===== src/source/exe_pkg.sv =====
package exe_pkg;

    localparam int data_width     = 32;
    localparam int reg_addr_width = 5;
    localparam int alu_op_width   = 12;

    // bit positions in the one-hot alu op
    localparam int alu_add   = 0;
    localparam int alu_sub   = 1;
    localparam int alu_slt   = 2;
    localparam int alu_sltu  = 3;
    localparam int alu_and   = 4;
    localparam int alu_nor   = 5;
    localparam int alu_or    = 6;
    localparam int alu_xor   = 7;
    localparam int alu_sll   = 8;
    localparam int alu_srl   = 9;
    localparam int alu_sra   = 10;
    localparam int alu_lui12 = 11;

    // multiply/divide path select
    typedef enum logic [2:0] {
        mdu_none    = 3'd0,
        mdu_mul_w   = 3'd1,
        mdu_mulh_w  = 3'd2,
        mdu_mulh_wu = 3'd3,
        mdu_div_w   = 3'd4,
        mdu_mod_w   = 3'd5,
        mdu_div_wu  = 3'd6,
        mdu_mod_wu  = 3'd7
    } mdu_op_t;

endpackage


===== src/source/mem_stage.sv =====
`timescale 1ns/1ps

module mem_stage (
    input  logic                               clk,
    input  logic                               reset,
    input  logic                               es_to_ms_valid,
    output logic                               ms_allowin,
    input  logic                               es_res_from_mem,
    input  logic                               es_gr_we,
    input  logic [exe_pkg::reg_addr_width-1:0] es_dest,
    input  logic [exe_pkg::data_width-1:0]     es_result,
    input  logic [exe_pkg::data_width-1:0]     es_pc,
    input  logic [exe_pkg::data_width-1:0]     data_sram_rdata,
    input  logic                               ws_allowin,
    output logic                               ms_to_ws_valid,
    output logic                               ws_gr_we,
    output logic [exe_pkg::reg_addr_width-1:0] ws_dest,
    output logic [exe_pkg::data_width-1:0]     ws_result,
    output logic [exe_pkg::data_width-1:0]     ws_pc
);
    import exe_pkg::*;

    logic                  ms_valid;
    logic                  ms_res_from_mem;
    logic [data_width-1:0] ms_result;

    always_ff @(posedge clk) begin
        if (reset) begin
            ms_valid <= 1'b0;
        end else if (ms_allowin) begin
            ms_valid <= es_to_ms_valid;
        end
    end

    always_ff @(posedge clk) begin
        if (es_to_ms_valid && ms_allowin) begin
            ms_res_from_mem <= es_res_from_mem;
            ws_gr_we        <= es_gr_we;
            ws_dest         <= es_dest;
            ms_result       <= es_result;
            ws_pc           <= es_pc;
        end
    end

    // memory stage always completes in one cycle
    assign ms_allowin     = !ms_valid || ws_allowin;
    assign ms_to_ws_valid = ms_valid;
    assign ws_result      = ms_res_from_mem ? data_sram_rdata : ms_result;

endmodule

===== config.mk =====
export PLATFORM = sky130hd
export DESIGN_NAME = mem_stage
export DESIGN_NICKNAME = d
export VERILOG_FILES = /design/src/source/exe_pkg.sv /design/src/source/mem_stage.sv
export SDC_FILE = /design/constraint.sdc
export NUM_CORES = 1
export LEC_CHECK = 0
export BUFFER_PORTS_ARGS = -buffer_cell sky130_fd_sc_hd__buf_2
export CORE_UTILIZATION = 42
export CTS_CLUSTER_SIZE = 14
export DETAILED_ROUTE_END_ITERATION = 12
export MAX_ROUTING_LAYER = met4
export PLACE_DENSITY_LB_ADDON = 0.2
export SLEW_MARGIN = 20
export SYNTH_ARGS = -nofsm -noshare
export SYNTH_HDL_FRONTEND = slang
export SYNTH_SLANG_ARGS = --single-unit

===== constraint.sdc =====
create_clock -name clk -period 3.6 [get_ports clk]
set_input_delay 0.72 -clock clk [delete_from_list [all_inputs] [get_ports clk]]
set_output_delay 0.72 -clock clk [all_outputs]
set_load 0.02 [all_outputs]

Yosys cells after proc, flatten, opt, wreduce, memory -nomap -nowiden
Cells that the tools add are included.

Bits in registers: 72. Word-level logic and storage cells: 10. Input bits: 107. Output and inout bits: 72.

Reduce and logical (&&, ||, !) cells: 3. Muxes and demuxes: 1.

Operators with widths (number): $mux W32 (1); $logic_and A1 B1 Y1 (1); $logic_not A1 Y1 (1); $logic_or A1 B1 Y1 (1).

Longest topological paths before layout
Depth in word-level cells: 3. Depth in mapped cells: 3. Gate-level depth less buffers: 2.

Worst setup path before layout
Ideal clock, no wire load.

Path type: in2reg. Start point: input port ws_allowin. End point: register ms_res_from_mem (enable). Arrival time: 2.684 ns. Setup slack: 0.479 ns. Path buffers: 0. Data required time: 3.163 ns. Stages on the path: 2. Library setup time: 0.437 ns. Cells stage by stage: nand2b_1 -> and2_1.

Cells in the longest elaborated chain, start to end: 2.

Ends and longest elaborated chain: start: declaration (RTL line mem_stage.sv:14) `input logic ws_allowin,`; $logic_or A1 B1 Y1 (RTL line mem_stage.sv:46) `assign ms_allowin = !ms_valid || ws_allowin;`; $logic_and A1 B1 Y1 (RTL line mem_stage.sv:36) `if (es_to_ms_valid && ms_allowin) begin`; end signal: assignment (RTL line mem_stage.sv:37) `ms_res_from_mem <= es_res_from_mem;`; end: declaration (RTL line mem_stage.sv:24) `logic ms_res_from_mem;`.

No other way between the ends. A chain may end at the register's enable or synchronous reset.

Final worst setup path
Start point: register ms_res_from_mem. End point: output port ws_result[30] (netlist name).

Cells in the longest elaborated chain, start to end: 1.

Ends and longest elaborated chain: $mux W32 (RTL line mem_stage.sv:48) `assign ws_result = ms_res_from_mem ? data_sram_rdata : ms_result;`; end: declaration (RTL line mem_stage.sv:18) `output logic [exe_pkg::data_width-1:0] ws_result,`.

No other way between the ends.

==> flow_metrics.py <==
metrics = {
    "detailed_routing": {
        "ant_nets": 0,
        "remaining_drc_errors": 0,
        "vias_per_cell": 4.48,
        "drtIter0Drc": 38,
        "firstDrtPassIters": 4,
        "num_vias": 1704,
        "wirelength_mm": 5.46,
        "routedWlPerCell_um": 14.4,
    },
    "synth": {
        "yosysWarnings": 0,
        "ys_seq_area_share_pct": 79.2,
        "syn_area_um2": 2720,
        "synthArstFlopShare_pct": 0,
        "synth_edf_count": 71,
        "ys_types": 10,
        "synth_ff_type": "edfxtp_1",
        "synthesis.instances": 112,
        "synth_commonest_cells": "71 x edfxtp_1, 30 x mux2_4, 3 x buf_12, 2 x mux2_2",
        "synth.avg_cell_area_um2": 24.3,
        "netlist.area_leader.share_pct": 78.5,
        "synthMostInstantiatedCell": "edfxtp_1",
        "synth_nets": 219,
        "synth-seq-cells": 72,
        "synthTopCellsByArea": "edfxtp_1 78%, mux2_4 17%, buf_12 2.2%, mux2_2 0.83%, dfxtp_1 0.74%",
        "yosysTopAreaCell": "edfxtp_1",
    },
    "timing": {
        "holdWs_ns": 0.513,
        "max_slew_margin_pct": 48.7,
        "timing.setup.tns_ns": 0,
        "rsz0062_at_grt": "no",
        "hold_violations": 0,
        "clock.fmax_ghz": 0.439,
        "skew_ns": 0.00425,
        "tightestPinTransition_ns": 0.770,
        "fin_crit_ns": 2.28,
        "fin_crit_sh_pct": 63.3,
        "setup_viol": 0,
        "drv_slew": 0,
    },
    "critical_path": {
        "arrival_ns": 1.56,
        "r2r-start": "ms_to_ws_valid",
        "cp-end-kind": "primary output",
        "required_ns": 2.88,
        "reg2reg_to": "ms_result[17]",
        "critPathKind": "flop to primary output",
        "r2r_slack_ns": 1.89,
        "reg2regPathDepth": 3,
        "critical_path.startpoint_type": "flop",
        "crit_path_max_fanout": 22,
    },
    "clock_tree": {
        "post_cts_resized": 0,
        "numCtsBuffers": 9,
        "cts_hold_buf": 0,
        "clkTransAtPathRegs_ns": 0.07,
        "clock_latency_ns": 0.33,
        "clockRootBuffer": "clkbuf_8",
        "cts_tree": "done",
        "numClockSinks": 72,
        "postCtsSetupBuffers": 0,
        "cts_buffer_depth": 2,
        "htree_levels": 3,
    },
    "place": {
        "port_buffers": 178,
        "placed_area_um2": 3670,
        "place.gp.congestion": 0.778,
        "dp_hpwl_mm": 4.24,
    },
    "layout": {
        "diodes": 0,
        "nets": 407,
        "final_cell_area_um2": 3860,
        "drive_above_1_share_pct": 74.8,
        "nFillCells": 506,
        "syn_to_final_growth_pct": 41.9,
    },
    "hold_path": {
        "whs_endpoint": "ms_to_ws_valid",
        "whs_path_depth": 2,
        "worst_hold_path_type": "flop to flop",
        "hold_start": "ms_to_ws_valid",
    },
    "global_routing": {
        "overflow": 0,
        "grt_max_degree": 39,
        "grt_pass1_wl_mm": 7.39,
        "antenna_found_initial": 0,
        "track_usage_pct": 16.8,
        "first_global_vias": 1611,
    },
    "floorplanning": {
        "rows": 28,
        "die_y_um": 82.4,
        "ios": 179,
        "core_um2": 6100,
        "die_w_um": 82.4,
        "dieArea_um2": 6800,
        "start_util_pct": 44.6,
    },
    "outcome": {
        "status": "finished clean",
    },
    "pwr": {
        "power_leakage_nw": 1.78,
        "ir_drop_mv": 0.325,
        "p_per_area_nw_per_um2": 483,
    },
    "flow_run": {
        "cap_violations": 0,
    },
}
==> state kept, by name (all words and copies together) (netlist names) <==
| register | count |
|---|---|
| ms_result | 32 |
| ws_pc | 32 |
| ws_dest | 5 |
| ms_res_from_mem | 1 |
| ms_to_ws_valid | 1 |
| ws_gr_we | 1 |
==> layout make-up <==
cell class | instances | area, um^2 | area share [%]
clock buffers | 12 | 145 | 3.76
clock inverters | 4 | 45.0 | 1.17
inverters | 1 | 3.75 | 0.0973
multi-input cells | 35 | 492 | 12.7
flip-flops and latches | 72 | 2150 | 55.8
well taps | 75 | 93.8 | 2.43
repair buffers | 181 | 926 | 24.0
==> critical path, cell delays in order (launching register included) <==
cell and delay (ns):
edfxtp_1 0.34, buf_4 0.35, mux2_2 0.38, buf_2 0.16
==> layout by cell type (no fill, tap or decap) <==
cell type	netlist	final
mux2_2	2	2
clkbuf_8	0	10
mux2_4	30	30
a21oi_1	1	1
nand2b_1	1	1
buf_12	3	1
and2_2	0	1
clkbuf_1	0	2
buf_4	0	2
buf_2	0	178
dfxtp_1	1	1
edfxtp_1	71	71
bufinv_16	0	1
inv_1	1	1
clkinv_2	0	3
==> layer usage <==
| layer | track usage [%] | part of all wire [%] | vias to the layer above |
|---|---|---|---|
| met3 | 6.15 | 11 | 10 |
| met4 | 11.1 | 1.9 | 0 |
| met2 | 28.9 | 52 | 103 |
| met5 | - | 0 | - |
| li1 | - | - | 818 |
| met1 | 15.4 | 35 | 773 |
==> how the worst max path moves through the flow <==
stage	startpoint	slack, ns	cells after the start	endpoint
floorplan	ws_allowin	0.48	2	ms_res_from_mem
global placement	ws_allowin	1.37	4	ms_result[6]
detailed placement	ws_allowin	1.35	4	ms_result[1]
CTS	ms_res_from_mem	1.28	3	ws_result[30]
global route	ms_res_from_mem	1.22	3	ws_result[29]
finish	ms_res_from_mem	1.32	3	ws_result[30]
==> stage by stage <==
step	worst slack, ns	utilization (%)	power [mW]	std cells
after floorplan	0.479	-	1.17	112
after global placement	1.37	60.2	1.28	364
after detailed placement	1.35	60.2	1.28	364
after CTS	1.28	63.3	1.88	380
after global routing	1.22	63.3	1.94	380
final	1.32	63.3	1.86	380
==> power by group <==
part | internal [mW] | switching (mW) | leakage [nW]
logic | 0.124 | 0.143 | 0.984
clock network | 0.336 | 0.268 | 0.100
registers | 0.980 | 0.0123 | 0.695
total | 1.44 | 0.424 | 1.78
==> logic make-up after synthesis <==
kind of cell	share of synthesized area (%)
AND/OR/NAND/NOR	0.461
flip-flops	79.2
multiplexers	17.4
buffers and inverters	2.76
AO/OA/AOI/OAI	0.184
(Power assumes the default switching activity.)
