[src/source/exe_pkg.sv]
package exe_pkg;

    localparam int data_width     = 32;
    localparam int reg_addr_width = 5;
    localparam int alu_op_width   = 12;

    // bit positions in the one-hot alu op
    localparam int alu_add   = 0;
    localparam int alu_sub   = 1;
    localparam int alu_slt   = 2;
    localparam int alu_sltu  = 3;
    localparam int alu_and   = 4;
    localparam int alu_nor   = 5;
    localparam int alu_or    = 6;
    localparam int alu_xor   = 7;
    localparam int alu_sll   = 8;
    localparam int alu_srl   = 9;
    localparam int alu_sra   = 10;
    localparam int alu_lui12 = 11;

    // multiply/divide path select
    typedef enum logic [2:0] {
        mdu_none    = 3'd0,
        mdu_mul_w   = 3'd1,
        mdu_mulh_w  = 3'd2,
        mdu_mulh_wu = 3'd3,
        mdu_div_w   = 3'd4,
        mdu_mod_w   = 3'd5,
        mdu_div_wu  = 3'd6,
        mdu_mod_wu  = 3'd7
    } mdu_op_t;

endpackage

[src/source/alu.sv]
`timescale 1ns/1ps

module alu (
    input  logic [exe_pkg::alu_op_width-1:0] alu_op,
    input  logic [exe_pkg::data_width-1:0]   alu_src1,
    input  logic [exe_pkg::data_width-1:0]   alu_src2,
    output logic [exe_pkg::data_width-1:0]   alu_result
);
    import exe_pkg::*;

    logic [data_width-1:0] add_sub_result;
    logic [data_width-1:0] slt_result;
    logic [data_width-1:0] sltu_result;
    logic [data_width-1:0] sra_result;
    logic [4:0]            shamt;

    // sub shares the adder result
    assign add_sub_result = alu_op[alu_sub] ? alu_src1 - alu_src2 : alu_src1 + alu_src2;
    assign slt_result     = {{(data_width-1){1'b0}}, $signed(alu_src1) < $signed(alu_src2)};
    assign sltu_result    = {{(data_width-1){1'b0}}, alu_src1 < alu_src2};
    assign shamt          = alu_src2[4:0];
    assign sra_result     = $signed(alu_src1) >>> shamt;

    always_comb begin
        alu_result = '0;
        alu_result |= {data_width{alu_op[alu_add] | alu_op[alu_sub]}} & add_sub_result;
        alu_result |= {data_width{alu_op[alu_slt]}}   & slt_result;
        alu_result |= {data_width{alu_op[alu_sltu]}}  & sltu_result;
        alu_result |= {data_width{alu_op[alu_and]}}   & (alu_src1 & alu_src2);
        alu_result |= {data_width{alu_op[alu_nor]}}   & ~(alu_src1 | alu_src2);
        alu_result |= {data_width{alu_op[alu_or]}}    & (alu_src1 | alu_src2);
        alu_result |= {data_width{alu_op[alu_xor]}}   & (alu_src1 ^ alu_src2);
        alu_result |= {data_width{alu_op[alu_sll]}}   & (alu_src1 << shamt);
        alu_result |= {data_width{alu_op[alu_srl]}}   & (alu_src1 >> shamt);
        alu_result |= {data_width{alu_op[alu_sra]}}   & sra_result;
        // src2 already holds the shifted immediate
        alu_result |= {data_width{alu_op[alu_lui12]}} & alu_src2;
    end

endmodule

[src/source/divider.sv]
`timescale 1ns/1ps

module divider (
    input  logic                           clk,
    input  logic                           reset,
    input  logic                           div_start,
    input  logic                           div_signed,
    input  logic [exe_pkg::data_width-1:0] dividend,
    input  logic [exe_pkg::data_width-1:0] divisor,
    output logic [exe_pkg::data_width-1:0] quotient,
    output logic [exe_pkg::data_width-1:0] remainder,
    output logic                           done
);
    import exe_pkg::*;

    localparam int cnt_width = $clog2(data_width);
    localparam logic [cnt_width-1:0] last_step = cnt_width'(data_width - 1);

    logic                  busy;
    logic [cnt_width-1:0]  step_cnt;
    logic [data_width-1:0] quot_mag;
    logic [data_width-1:0] rem_mag;
    logic [data_width-1:0] dsor_mag;
    logic                  quot_neg;
    logic                  rem_neg;
    logic [data_width-1:0] dividend_abs;
    logic [data_width-1:0] divisor_abs;
    logic [data_width:0]   trial;

    assign dividend_abs = (div_signed && dividend[data_width-1]) ? -dividend : dividend;
    assign divisor_abs  = (div_signed && divisor[data_width-1])  ? -divisor  : divisor;

    // shifted partial remainder minus divisor, borrow in the top bit
    assign trial = {rem_mag, quot_mag[data_width-1]} - {1'b0, dsor_mag};

    always_ff @(posedge clk) begin
        if (reset) begin
            busy     <= 1'b0;
            step_cnt <= '0;
            done     <= 1'b0;
        end else if (div_start) begin
            busy     <= 1'b1;
            step_cnt <= '0;
            done     <= 1'b0;
        end else if (busy) begin
            step_cnt <= step_cnt + 1'b1;
            if (step_cnt == last_step) begin
                busy <= 1'b0;
                done <= 1'b1;
            end
        end
    end

    always_ff @(posedge clk) begin
        if (div_start) begin
            quot_mag <= dividend_abs;
            rem_mag  <= '0;
            dsor_mag <= divisor_abs;
            quot_neg <= div_signed && (dividend[data_width-1] ^ divisor[data_width-1]);
            rem_neg  <= div_signed && dividend[data_width-1];
        end else if (busy) begin
            if (!trial[data_width]) begin
                rem_mag  <= trial[data_width-1:0];
                quot_mag <= {quot_mag[data_width-2:0], 1'b1};
            end else begin
                rem_mag  <= {rem_mag[data_width-2:0], quot_mag[data_width-1]};
                quot_mag <= {quot_mag[data_width-2:0], 1'b0};
            end
        end
    end

    // sign fix on the held magnitudes
    assign quotient  = quot_neg ? -quot_mag : quot_mag;
    assign remainder = rem_neg  ? -rem_mag  : rem_mag;

endmodule

[src/source/exe_stage.sv]
`timescale 1ns/1ps

module exe_stage (
    input  logic                               clk,
    input  logic                               reset,
    input  logic                               ds_to_es_valid,
    output logic                               es_allowin,
    input  logic [exe_pkg::alu_op_width-1:0]   alu_op,
    input  exe_pkg::mdu_op_t                   mdu_op,
    input  logic                               load_op,
    input  logic                               src1_is_pc,
    input  logic                               src2_is_imm,
    input  logic                               gr_we,
    input  logic                               mem_we,
    input  logic [exe_pkg::reg_addr_width-1:0] dest,
    input  logic [exe_pkg::data_width-1:0]     imm,
    input  logic [exe_pkg::data_width-1:0]     rj_value,
    input  logic [exe_pkg::data_width-1:0]     rkd_value,
    input  logic [exe_pkg::data_width-1:0]     pc,
    input  logic                               ms_allowin,
    output logic                               es_to_ms_valid,
    output logic                               es_res_from_mem,
    output logic                               es_gr_we,
    output logic [exe_pkg::reg_addr_width-1:0] es_dest,
    output logic [exe_pkg::data_width-1:0]     es_result,
    output logic [exe_pkg::data_width-1:0]     es_pc,
    output logic                               data_sram_en,
    output logic [3:0]                         data_sram_we,
    output logic [exe_pkg::data_width-1:0]     data_sram_addr,
    output logic [exe_pkg::data_width-1:0]     data_sram_wdata
);
    import exe_pkg::*;

    logic                      es_valid;
    logic                      es_ready_go;
    logic [alu_op_width-1:0]   es_alu_op;
    mdu_op_t                   es_mdu_op;
    logic                      es_src1_is_pc;
    logic                      es_src2_is_imm;
    logic                      es_mem_we;
    logic [data_width-1:0]     es_imm;
    logic [data_width-1:0]     es_rj_value;
    logic [data_width-1:0]     es_rkd_value;
    logic [data_width-1:0]     es_alu_src1;
    logic [data_width-1:0]     es_alu_src2;
    logic [data_width-1:0]     es_alu_result;
    logic [2*data_width-1:0]   prod_signed;
    logic [2*data_width-1:0]   prod_unsigned;
    logic                      es_is_div;
    logic                      div_start;
    logic                      div_signed;
    logic                      div_started;
    logic                      div_done;
    logic [data_width-1:0]     div_quotient;
    logic [data_width-1:0]     div_remainder;
    logic                      es_transfer;

    always_ff @(posedge clk) begin
        if (reset) begin
            es_valid <= 1'b0;
        end else if (es_allowin) begin
            es_valid <= ds_to_es_valid;
        end
    end

    always_ff @(posedge clk) begin
        if (ds_to_es_valid && es_allowin) begin
            es_alu_op       <= alu_op;
            es_mdu_op       <= mdu_op;
            es_res_from_mem <= load_op;
            es_src1_is_pc   <= src1_is_pc;
            es_src2_is_imm  <= src2_is_imm;
            es_gr_we        <= gr_we;
            es_mem_we       <= mem_we;
            es_dest         <= dest;
            es_imm          <= imm;
            es_rj_value     <= rj_value;
            es_rkd_value    <= rkd_value;
            es_pc           <= pc;
        end
    end

    assign es_alu_src1 = es_src1_is_pc  ? es_pc  : es_rj_value;
    assign es_alu_src2 = es_src2_is_imm ? es_imm : es_rkd_value;

    alu alu_i (
        .alu_op     (es_alu_op),
        .alu_src1   (es_alu_src1),
        .alu_src2   (es_alu_src2),
        .alu_result (es_alu_result)
    );

    // sign-extended operands give the full signed product
    assign prod_signed   = {{data_width{es_rj_value[data_width-1]}}, es_rj_value}
                           * {{data_width{es_rkd_value[data_width-1]}}, es_rkd_value};
    assign prod_unsigned = {{data_width{1'b0}}, es_rj_value}
                           * {{data_width{1'b0}}, es_rkd_value};

    assign es_is_div  = es_mdu_op inside {mdu_div_w, mdu_mod_w, mdu_div_wu, mdu_mod_wu};
    assign div_signed = (es_mdu_op == mdu_div_w) || (es_mdu_op == mdu_mod_w);
    // one start per divide instruction
    assign div_start  = es_valid && es_is_div && !div_started;

    always_ff @(posedge clk) begin
        if (reset) begin
            div_started <= 1'b0;
        end else if (div_start) begin
            div_started <= 1'b1;
        end else if (es_transfer) begin
            div_started <= 1'b0;
        end
    end

    divider divider_i (
        .clk        (clk),
        .reset      (reset),
        .div_start  (div_start),
        .div_signed (div_signed),
        .dividend   (es_rj_value),
        .divisor    (es_rkd_value),
        .quotient   (div_quotient),
        .remainder  (div_remainder),
        .done       (div_done)
    );

    always_comb begin
        case (es_mdu_op)
            mdu_mul_w:             es_result = prod_signed[data_width-1:0];
            mdu_mulh_w:            es_result = prod_signed[2*data_width-1:data_width];
            mdu_mulh_wu:           es_result = prod_unsigned[2*data_width-1:data_width];
            mdu_div_w, mdu_div_wu: es_result = div_quotient;
            mdu_mod_w, mdu_mod_wu: es_result = div_remainder;
            default:               es_result = es_alu_result;
        endcase
    end

    assign es_ready_go    = es_is_div ? (div_started && div_done) : 1'b1;
    assign es_allowin     = !es_valid || (es_ready_go && ms_allowin);
    assign es_to_ms_valid = es_valid && es_ready_go;
    assign es_transfer    = es_to_ms_valid && ms_allowin;

    // ram access only on the edge the item moves to memory
    assign data_sram_en    = es_transfer;
    assign data_sram_we    = (es_transfer && es_mem_we) ? 4'hf : 4'h0;
    assign data_sram_addr  = es_alu_result;
    assign data_sram_wdata = es_rkd_value;

endmodule

[config.mk]
export PLATFORM = sky130hd
export DESIGN_NAME = exe_stage
export DESIGN_NICKNAME = d
export VERILOG_FILES = /design/src/source/exe_pkg.sv /design/src/source/alu.sv /design/src/source/divider.sv /design/src/source/exe_stage.sv
export SDC_FILE = /design/constraint.sdc
export NUM_CORES = 2
export LEC_CHECK = 0
export BUFFER_PORTS_ARGS = -buffer_cell sky130_fd_sc_hd__buf_2
export CAP_MARGIN = 40
export CORE_MARGIN = 1
export CORE_UTILIZATION = 29
export CTS_CLUSTER_DIAMETER = 30
export DETAILED_ROUTE_END_ITERATION = 8
export GPL_TIMING_DRIVEN = 0
export PLACE_DENSITY_LB_ADDON = 0.05
export RECOVER_POWER = 50
export SLEW_MARGIN = 20
export SYNTH_ARGS = -nofsm -noshare
export SYNTH_HDL_FRONTEND = slang
export SYNTH_SLANG_ARGS = --single-unit
[constraint.sdc]
create_clock -name clk -period 11.6 [get_ports clk]
set_clock_uncertainty 0.2 [all_clocks]
set_input_delay 2.32 -clock clk [delete_from_list [all_inputs] [get_ports clk]]
set_output_delay 2.32 -clock clk [all_outputs]
set_load 0.02 [all_outputs]
# After elaboration in Yosys (flattened, before gate mapping)

Index checks and enable logic that the tools add are counted.

Add/subtract/negate cells: 8
$mul: 2
Div/mod/pow operators: 0
Magnitude comparators: 2
Equal/unequal tests: 8
Shift operators: 3
Muxes and demuxes: 19
Bitwise logic cells: 27
Reductions and logical operators: 22

Operators with widths:

| cell                                                                  | number |
|---|---|
| 32-bit OR                                                             | 11 |
| 32-bit AND                                                            | 10 |
| 32-bit 2-to-1 mux                                                     | 10 |
| 32-bit case mux with 5 select lines                                   | 1 |
| 32-bit by 32-bit multiplier with 64-bit output                        | 2 |
| 32-bit negator                                                        | 4 |
| 32-bit by 1-bit AND with 32-bit output                                | 2 |
| 32-bit < comparator                                                   | 2 |
| 33-bit by 32-bit subtractor with 33-bit output                        | 1 |
| 32-bit adder                                                          | 1 |
| 32-bit NOT                                                            | 1 |
| 32-bit by 5-bit << shifter with 32-bit output                         | 1 |
| 32-bit by 5-bit >> shifter with 32-bit output                         | 1 |
| 32-bit by 5-bit >>> shifter with 32-bit output                        | 1 |
| 32-bit subtractor                                                     | 1 |
| 32-bit bitwise XOR                                                    | 1 |
| 3-bit equality test, second input constant                            | 4 |
| 1-bit logical AND                                                     | 11 |
| 1-bit 2-to-1 mux                                                      | 7 |
| 3-bit by 2-bit equality test with 1-bit output, second input constant | 2 |
| 2-bit OR reduction                                                    | 3 |
| 5-bit by 1-bit adder with 5-bit output, second input constant         | 1 |
| 5-bit equality test, second input constant                            | 1 |
| 4-bit 2-to-1 mux                                                      | 1 |
| 8 further kinds                                                       | 11 |

Register bits: 260
Latch bits: 0
Bits in writable memories: 0
Memory bits (read-only): 0
Bits of input ports: 157
Output and inout bits: 142
Logic and storage cells: 113
Memories: 0

# Depth between registers and ports, before layout

Depth in word-level cells: 15
Depth in mapped cells: 31
Gate-level depth less buffers: 28

# By module

Synthesis repeated with hierarchy kept, for this count alone.

Cell total of the unflattened synthesis: 8230
Area, all modules: 75303.5 um^2

By module, submodules not included:

| module    | instances | cells each | area each (um^2) | sequential area each (um^2) |
|---|---|---|---|---|
| exe_stage | 1         | 5962       | 58044.4          | 4634.4 |
| alu       | 1         | 1255       | 8739.6           | 0.0 |
| divider   | 1         | 1013       | 8519.4           | 2762.6 |

# Worst setup path before layout

No wires, ideal clock.

Kind: reg2out
Start point: reg es_rkd_value[5] (netlist: data_sram_wdata[5])
End point: out es_result[26] in the netlist's numbering
Arrival: 8.291 ns
Data required time: 9.080 ns
Path slack: 0.789 ns
Cell stages (with the launch flop): 31
Path buffers: 3
Path through: edfxtp_1 clkbuf_1 clkbuf_1 nand2_1 inv_1 fa_1 inv_1 fa_1 inv_1 fa_1 fa_1 inv_1 fa_1 inv_1 fa_1 inv_1 fa_1 inv_1 fa_1 ha_1 clkbuf_1 a21oi_1 o21bai_1 a21o_1 or3_1 nor3_1 o21bai_1 a21oi_1 mux2i_1 a221oi_1 o22ai_1

Cells in the longest elaborated chain, start to end: 15
Elaborated cells on any way between the ends: 18
Those cells by class: 2 x add/sub; 2 x mul; 3 x mux; 11 x bitwise

RTL lines:

| what                                                     | RTL line         | source |
|---|---|---|
| from (decl)                                              | exe_stage.sv:43  | `logic [data_width-1:0] es_rkd_value;` |
| from (signal assigned)                                   | exe_stage.sv:78  | `es_rkd_value <= rkd_value;` |
| 32-bit 2-to-1 mux                                        | exe_stage.sv:84  | `assign es_alu_src2 = es_src2_is_imm ? es_imm : es_rkd_value;` |
| 32-bit adder / 32-bit subtractor (equally long branches) | alu.sv:18        | `assign add_sub_result = alu_op[alu_sub] ? alu_src1 - alu_src2 : alu_src1 + alu_src2;` |
| 32-bit 2-to-1 mux                                        | alu.sv:18        |  |
| 32-bit AND                                               | alu.sv:26        | `alu_result \|= {data_width{alu_op[alu_add] \| alu_op[alu_sub]}} & add_sub_result;` |
| 32-bit OR                                                | alu.sv:27        | `alu_result \|= {data_width{alu_op[alu_slt]}} & slt_result;` |
| 32-bit OR                                                | alu.sv:28        | `alu_result \|= {data_width{alu_op[alu_sltu]}} & sltu_result;` |
| 32-bit OR                                                | alu.sv:29        | `alu_result \|= {data_width{alu_op[alu_and]}} & (alu_src1 & alu_src2);` |
| 32-bit OR                                                | alu.sv:30        | `alu_result \|= {data_width{alu_op[alu_nor]}} & ~(alu_src1 \| alu_src2);` |
| 32-bit OR                                                | alu.sv:31        | `alu_result \|= {data_width{alu_op[alu_or]}} & (alu_src1 \| alu_src2);` |
| 32-bit OR                                                | alu.sv:32        | `alu_result \|= {data_width{alu_op[alu_xor]}} & (alu_src1 ^ alu_src2);` |
| 32-bit OR                                                | alu.sv:33        | `alu_result \|= {data_width{alu_op[alu_sll]}} & (alu_src1 << shamt);` |
| 32-bit OR                                                | alu.sv:34        | `alu_result \|= {data_width{alu_op[alu_srl]}} & (alu_src1 >> shamt);` |
| 32-bit OR                                                | alu.sv:35        | `alu_result \|= {data_width{alu_op[alu_sra]}} & sra_result;` |
| 32-bit OR                                                | alu.sv:37        | `alu_result \|= {data_width{alu_op[alu_lui12]}} & alu_src2;` |
| 32-bit case mux with 5 select lines *                    | exe_stage.sv:127 | `case (es_mdu_op)` |
| to (decl)                                                | exe_stage.sv:25  | `output logic [exe_pkg::data_width-1:0] es_result,` |

Mark *: on every way between the ends. The rest lies on a longest branch, timed or not.

# Final worst setup path

Start point: reg es_rkd_value[30] (netlist: data_sram_wdata[30])
End point: out es_result[26] in the netlist's numbering

Cells in the longest elaborated chain, start to end: 2
Elaborated cells on any way between the ends: 3
Those cells by class: 2 x mul; 1 x mux

RTL lines:

| what                                                              | RTL line |
|---|---|
| 32-bit by 32-bit multiplier with 64-bit output (on tied branches) | exe_stage.sv:97, exe_stage.sv:95 |
| 32-bit case mux with 5 select lines *                             | exe_stage.sv:127 |

Marks and branches as above.

==> Flow_metrics.wiki <==
{| class="wikitable"
! Metric !! Value
|-
| Result of the run || finished with violations
|-
| Failing checks || max-capacitance violations, max-slew violations, negative setup slack
|-
| Capturing instance or port of the critical path || es_result[26]
|-
| Area of the core || 256000 sq um
|-
| Height of the die || 510 um
|-
| Crit. End Element || output port
|-
| H-tree depth || 3
|-
| CP max FO || 9
|-
| Width of the die || 510 um
|-
| Detailed-route wire length || 441000 um
|-
| Starting Density || 0.291
|-
| Wirelength per Cell || 34.7 um
|-
| Port-buffer cells || 298
|-
| GRT overflow || 0
|-
| Ports || 299
|-
| Slew at the pin closest to its max-slew limit || 3400 ps
|-
| Final hold violation count || 0
|-
| Number of core rows || 186
|-
| Cell count after synthesis || 8323
|-
| HPWL after detailed placement || 370000 um
|-
| Average size of a mapped cell || 8.98 sq um
|-
| Mapped cell area || 74800 sq um
|-
| Top cells by area in the synthesized netlist || fa_1 (39%), edfxtp_1 (8.8%), inv_1 (8.7%), ha_1 (8.7%), nand2_1 (4.5%)
|-
| Layout cell share with drive strength beyond 1 || 0.185
|-
| Die Footprint || 260000 sq um
|-
| Critical register-to-register path endpoint || data_sram_wdata[22]$_DFFE_PP_
|-
| Vias in the first global route || 69.3k
|-
| Post-route minimum period || 12320 ps
|-
| Number of register bits inferred by synthesis || 260
|-
| Cell with the most instances on the worst path || fa_1
|-
| FF/Latch Area || 7400 sq um
|-
| Number of nets in the finished design || 11.4k
|-
| Via density per instance || 5.27
|-
| Highest attainable clock frequency || 81.2 MHz
|-
| Pin count of the biggest net entering global routing || 48
|-
| Setup repair after global routing missed its margin || yes
|-
| Period utilisation layout || 1.06
|-
| Antenna violations before repair || 65
|-
| CP Class || register to output port
|-
| Area used by multi-input combinational logic || 62000 sq um
|-
| Drt first pass iters || 7
|-
| Ys async rst share || 0
|-
| Clock root buffer || clkbuf_16
|-
| Area Growth Syn to Fin || 26.8%
|-
| Fill cells || 26.5k
|-
| Final setup viols || 32
|-
| Number of remaining DRC errors || 0
|-
| Vias post-DR || 67.0k
|-
| Flip-flop cell with the highest count after synthesis || edfxtp_1
|-
| Global-route wire length before repair || 595000 um
|-
| Arrival time worst endpoint || 9800 ps
|-
| Share of the synthesized area in the top cell type || 0.395
|-
| Setup ws final || -718 ps
|-
| Cell type contributing the most total cell area after synthesis || fa_1
|-
| Clk sink count || 260
|-
| Worst reg-to-reg path cell count || 8
|-
| Gp weighted congestion || 1.04
|-
| Max-capacitance violation count || 4
|-
| GRT Total Usage || 0.340
|-
| Most used cells in the layout excluding fill and tap cells || inv_1 (1705), fa_1 (1381), nand2_1 (876)
|-
| Max-slew violation count || 129
|-
| Warnings from Yosys || 0
|-
| First-iteration detailed-routing DRC count || 6708
|-
| Num CTS Buffers || 91
|-
| Critical Path Slowest Stage Cell || fa_1
|-
| Insertion delay to the later sink of the worst-skew pair || 810 ps
|-
| Synthesized netlist net count || 10.5k
|-
| Hold Path Class || register to register
|-
| Critical path startpoint category || register
|-
| Number of flops mapped to enable cells by yosys || 219
|-
| CP max stage delay || 620 ps
|-
| Worst slew slack as a fraction of its limit || -1.27
|-
| Leading cell type in the layout, fill and taps excluded || inv_1
|-
| CTS tree || yes
|-
| Worst-case clock buffer depth || 4
|-
| Hold buffer count at CTS || 0
|-
| Antenna-violating nets left || 0
|-
| Crit path required time || 9080 ps
|-
| Clock-pin slew of the registers on the worst-case setup and hold paths || 40 ps
|-
| Hold Worst Slack || 283 ps
|-
| Post-synthesis cell type count || 89
|-
| CP startpoint || data_sram_wdata[30]$_DFFE_PP_
|-
| Startpoint of the worst register-to-register path || es_mdu_op[2]$_DFFE_PP_
|-
| Sequential element share of the synthesized area || 0.0990
|-
| Worst reg2reg setup slack || 5690 ps
|}
-- area by class of cell --
cell class,count,share of cell area
diodes,44,0.00116
plain buffers,427,0.0411
clock buffers,118,0.0258
clock inverters,45,0.00488
inverters,1744,0.0694
multi-input cells,5854,0.654
flip-flops and latches,260,0.0780
well taps,3384,0.0447
repair buffers,845,0.0811
-- metrics by stage --
stage          cell area (sq um)  setup WS (ps)  setup TNS (ps)   util  instances
5_1_grt                    94700           -841          -18340  0.369      12700
3_5_place_dp               83700          -3160          -64830  0.326      12200
3_3_place_gp               80500          -5020         -130610  0.314      12000
4_1_cts                    93300           -693          -14510  0.364      12600
6_report                   94800           -718          -14340  0.370      12700
2_1_floorplan              74800            789               0      -       8323
-- worst min-delay path by stage --
stage	from	to	slack (ps)	cells after the start
2_1_floorplan	divider_i.done$_SDFFE_PP0P_	divider_i.done$_SDFFE_PP0P_	240	2
3_3_place_gp	div_started$_SDFFE_PP0P_	div_started$_SDFFE_PP0P_	280	2
3_5_place_dp	divider_i.done$_SDFFE_PP0P_	divider_i.done$_SDFFE_PP0P_	270	2
4_1_cts	div_started$_SDFFE_PP0P_	div_started$_SDFFE_PP0P_	290	2
5_1_grt	divider_i.done$_SDFFE_PP0P_	divider_i.done$_SDFFE_PP0P_	310	2
6_report	div_started$_SDFFE_PP0P_	div_started$_SDFFE_PP0P_	280	2
-- kinds of logic (layout without fill, tap and decap cells) --
logic type | Yosys count | after routing | synth area share
other cells | 0 | 44 | 0
simple gates | 2103 | 2103 | 0.135
buf+inv | 2209 | 3179 | 0.112
compound gates | 1276 | 1276 | 0.111
flops | 260 | 260 | 0.0990
fa+ha+maj | 1996 | 1996 | 0.482
xor+xnor | 254 | 254 | 0.0298
mux | 225 | 225 | 0.0313
-- sequential cells by signal, indices dropped and copies added (netlist names), 3 cells and up --
signal              count
data_sram_wdata        32
divider_i.dsor_mag     32
divider_i.quot_mag     32
divider_i.rem_mag      32
divider_i.step_cnt      5
es_alu_op              12
es_dest                 5
es_imm                 32
es_mdu_op               3
es_pc                  32
es_rj_value            32
-- cells in the mapped netlist, types with 45 or more instances --
master and number:
edfxtp_1 219, and2_1 518, nor2_1 303, ha_1 522, mux2i_1 174, a21oi_1 354, nand3_1 68, nor3_1 59
nand2_1 894, xnor2_1 130, xor2_1 124, inv_1 1741, a21o_1 109, buf_1 45, clkbuf_1 395, nand4_1 45
o21ai_0 276, fa_1 1474, nor2b_1 59, mux2_2 48
-- repair_timing --
item	in CTS	in global routing
gates resized for setup	1023	238
pin swaps	224	137
setup endpoints to repair	32	32
setup buffers	266	77
gates cloned	0	1
-- worst max-delay path, delay by kind of cell, from the launching register on --
kind / cells / cell delay (ps)
flip-flops: 1 / 430
AND/OR/NAND/NOR: 2 / 540
buffers and inverters: 8 / 1090
adder cells (fa/ha/maj): 9 / 4420
AO/OA/AOI/OAI: 9 / 2010
multiplexers: 1 / 450
-- metal layers --
layer	share of wire	track usage	up-vias
li1	-	-	28100
met1	0.42	0.453	35200
met2	0.43	0.516	3021
met3	0.075	0.0591	682
met4	0.070	0.196	10
met5	0.00018	0	-
Power is not shown: default switching activity piles up to over one toggle a cycle in this logic, so the estimate is an artifact.
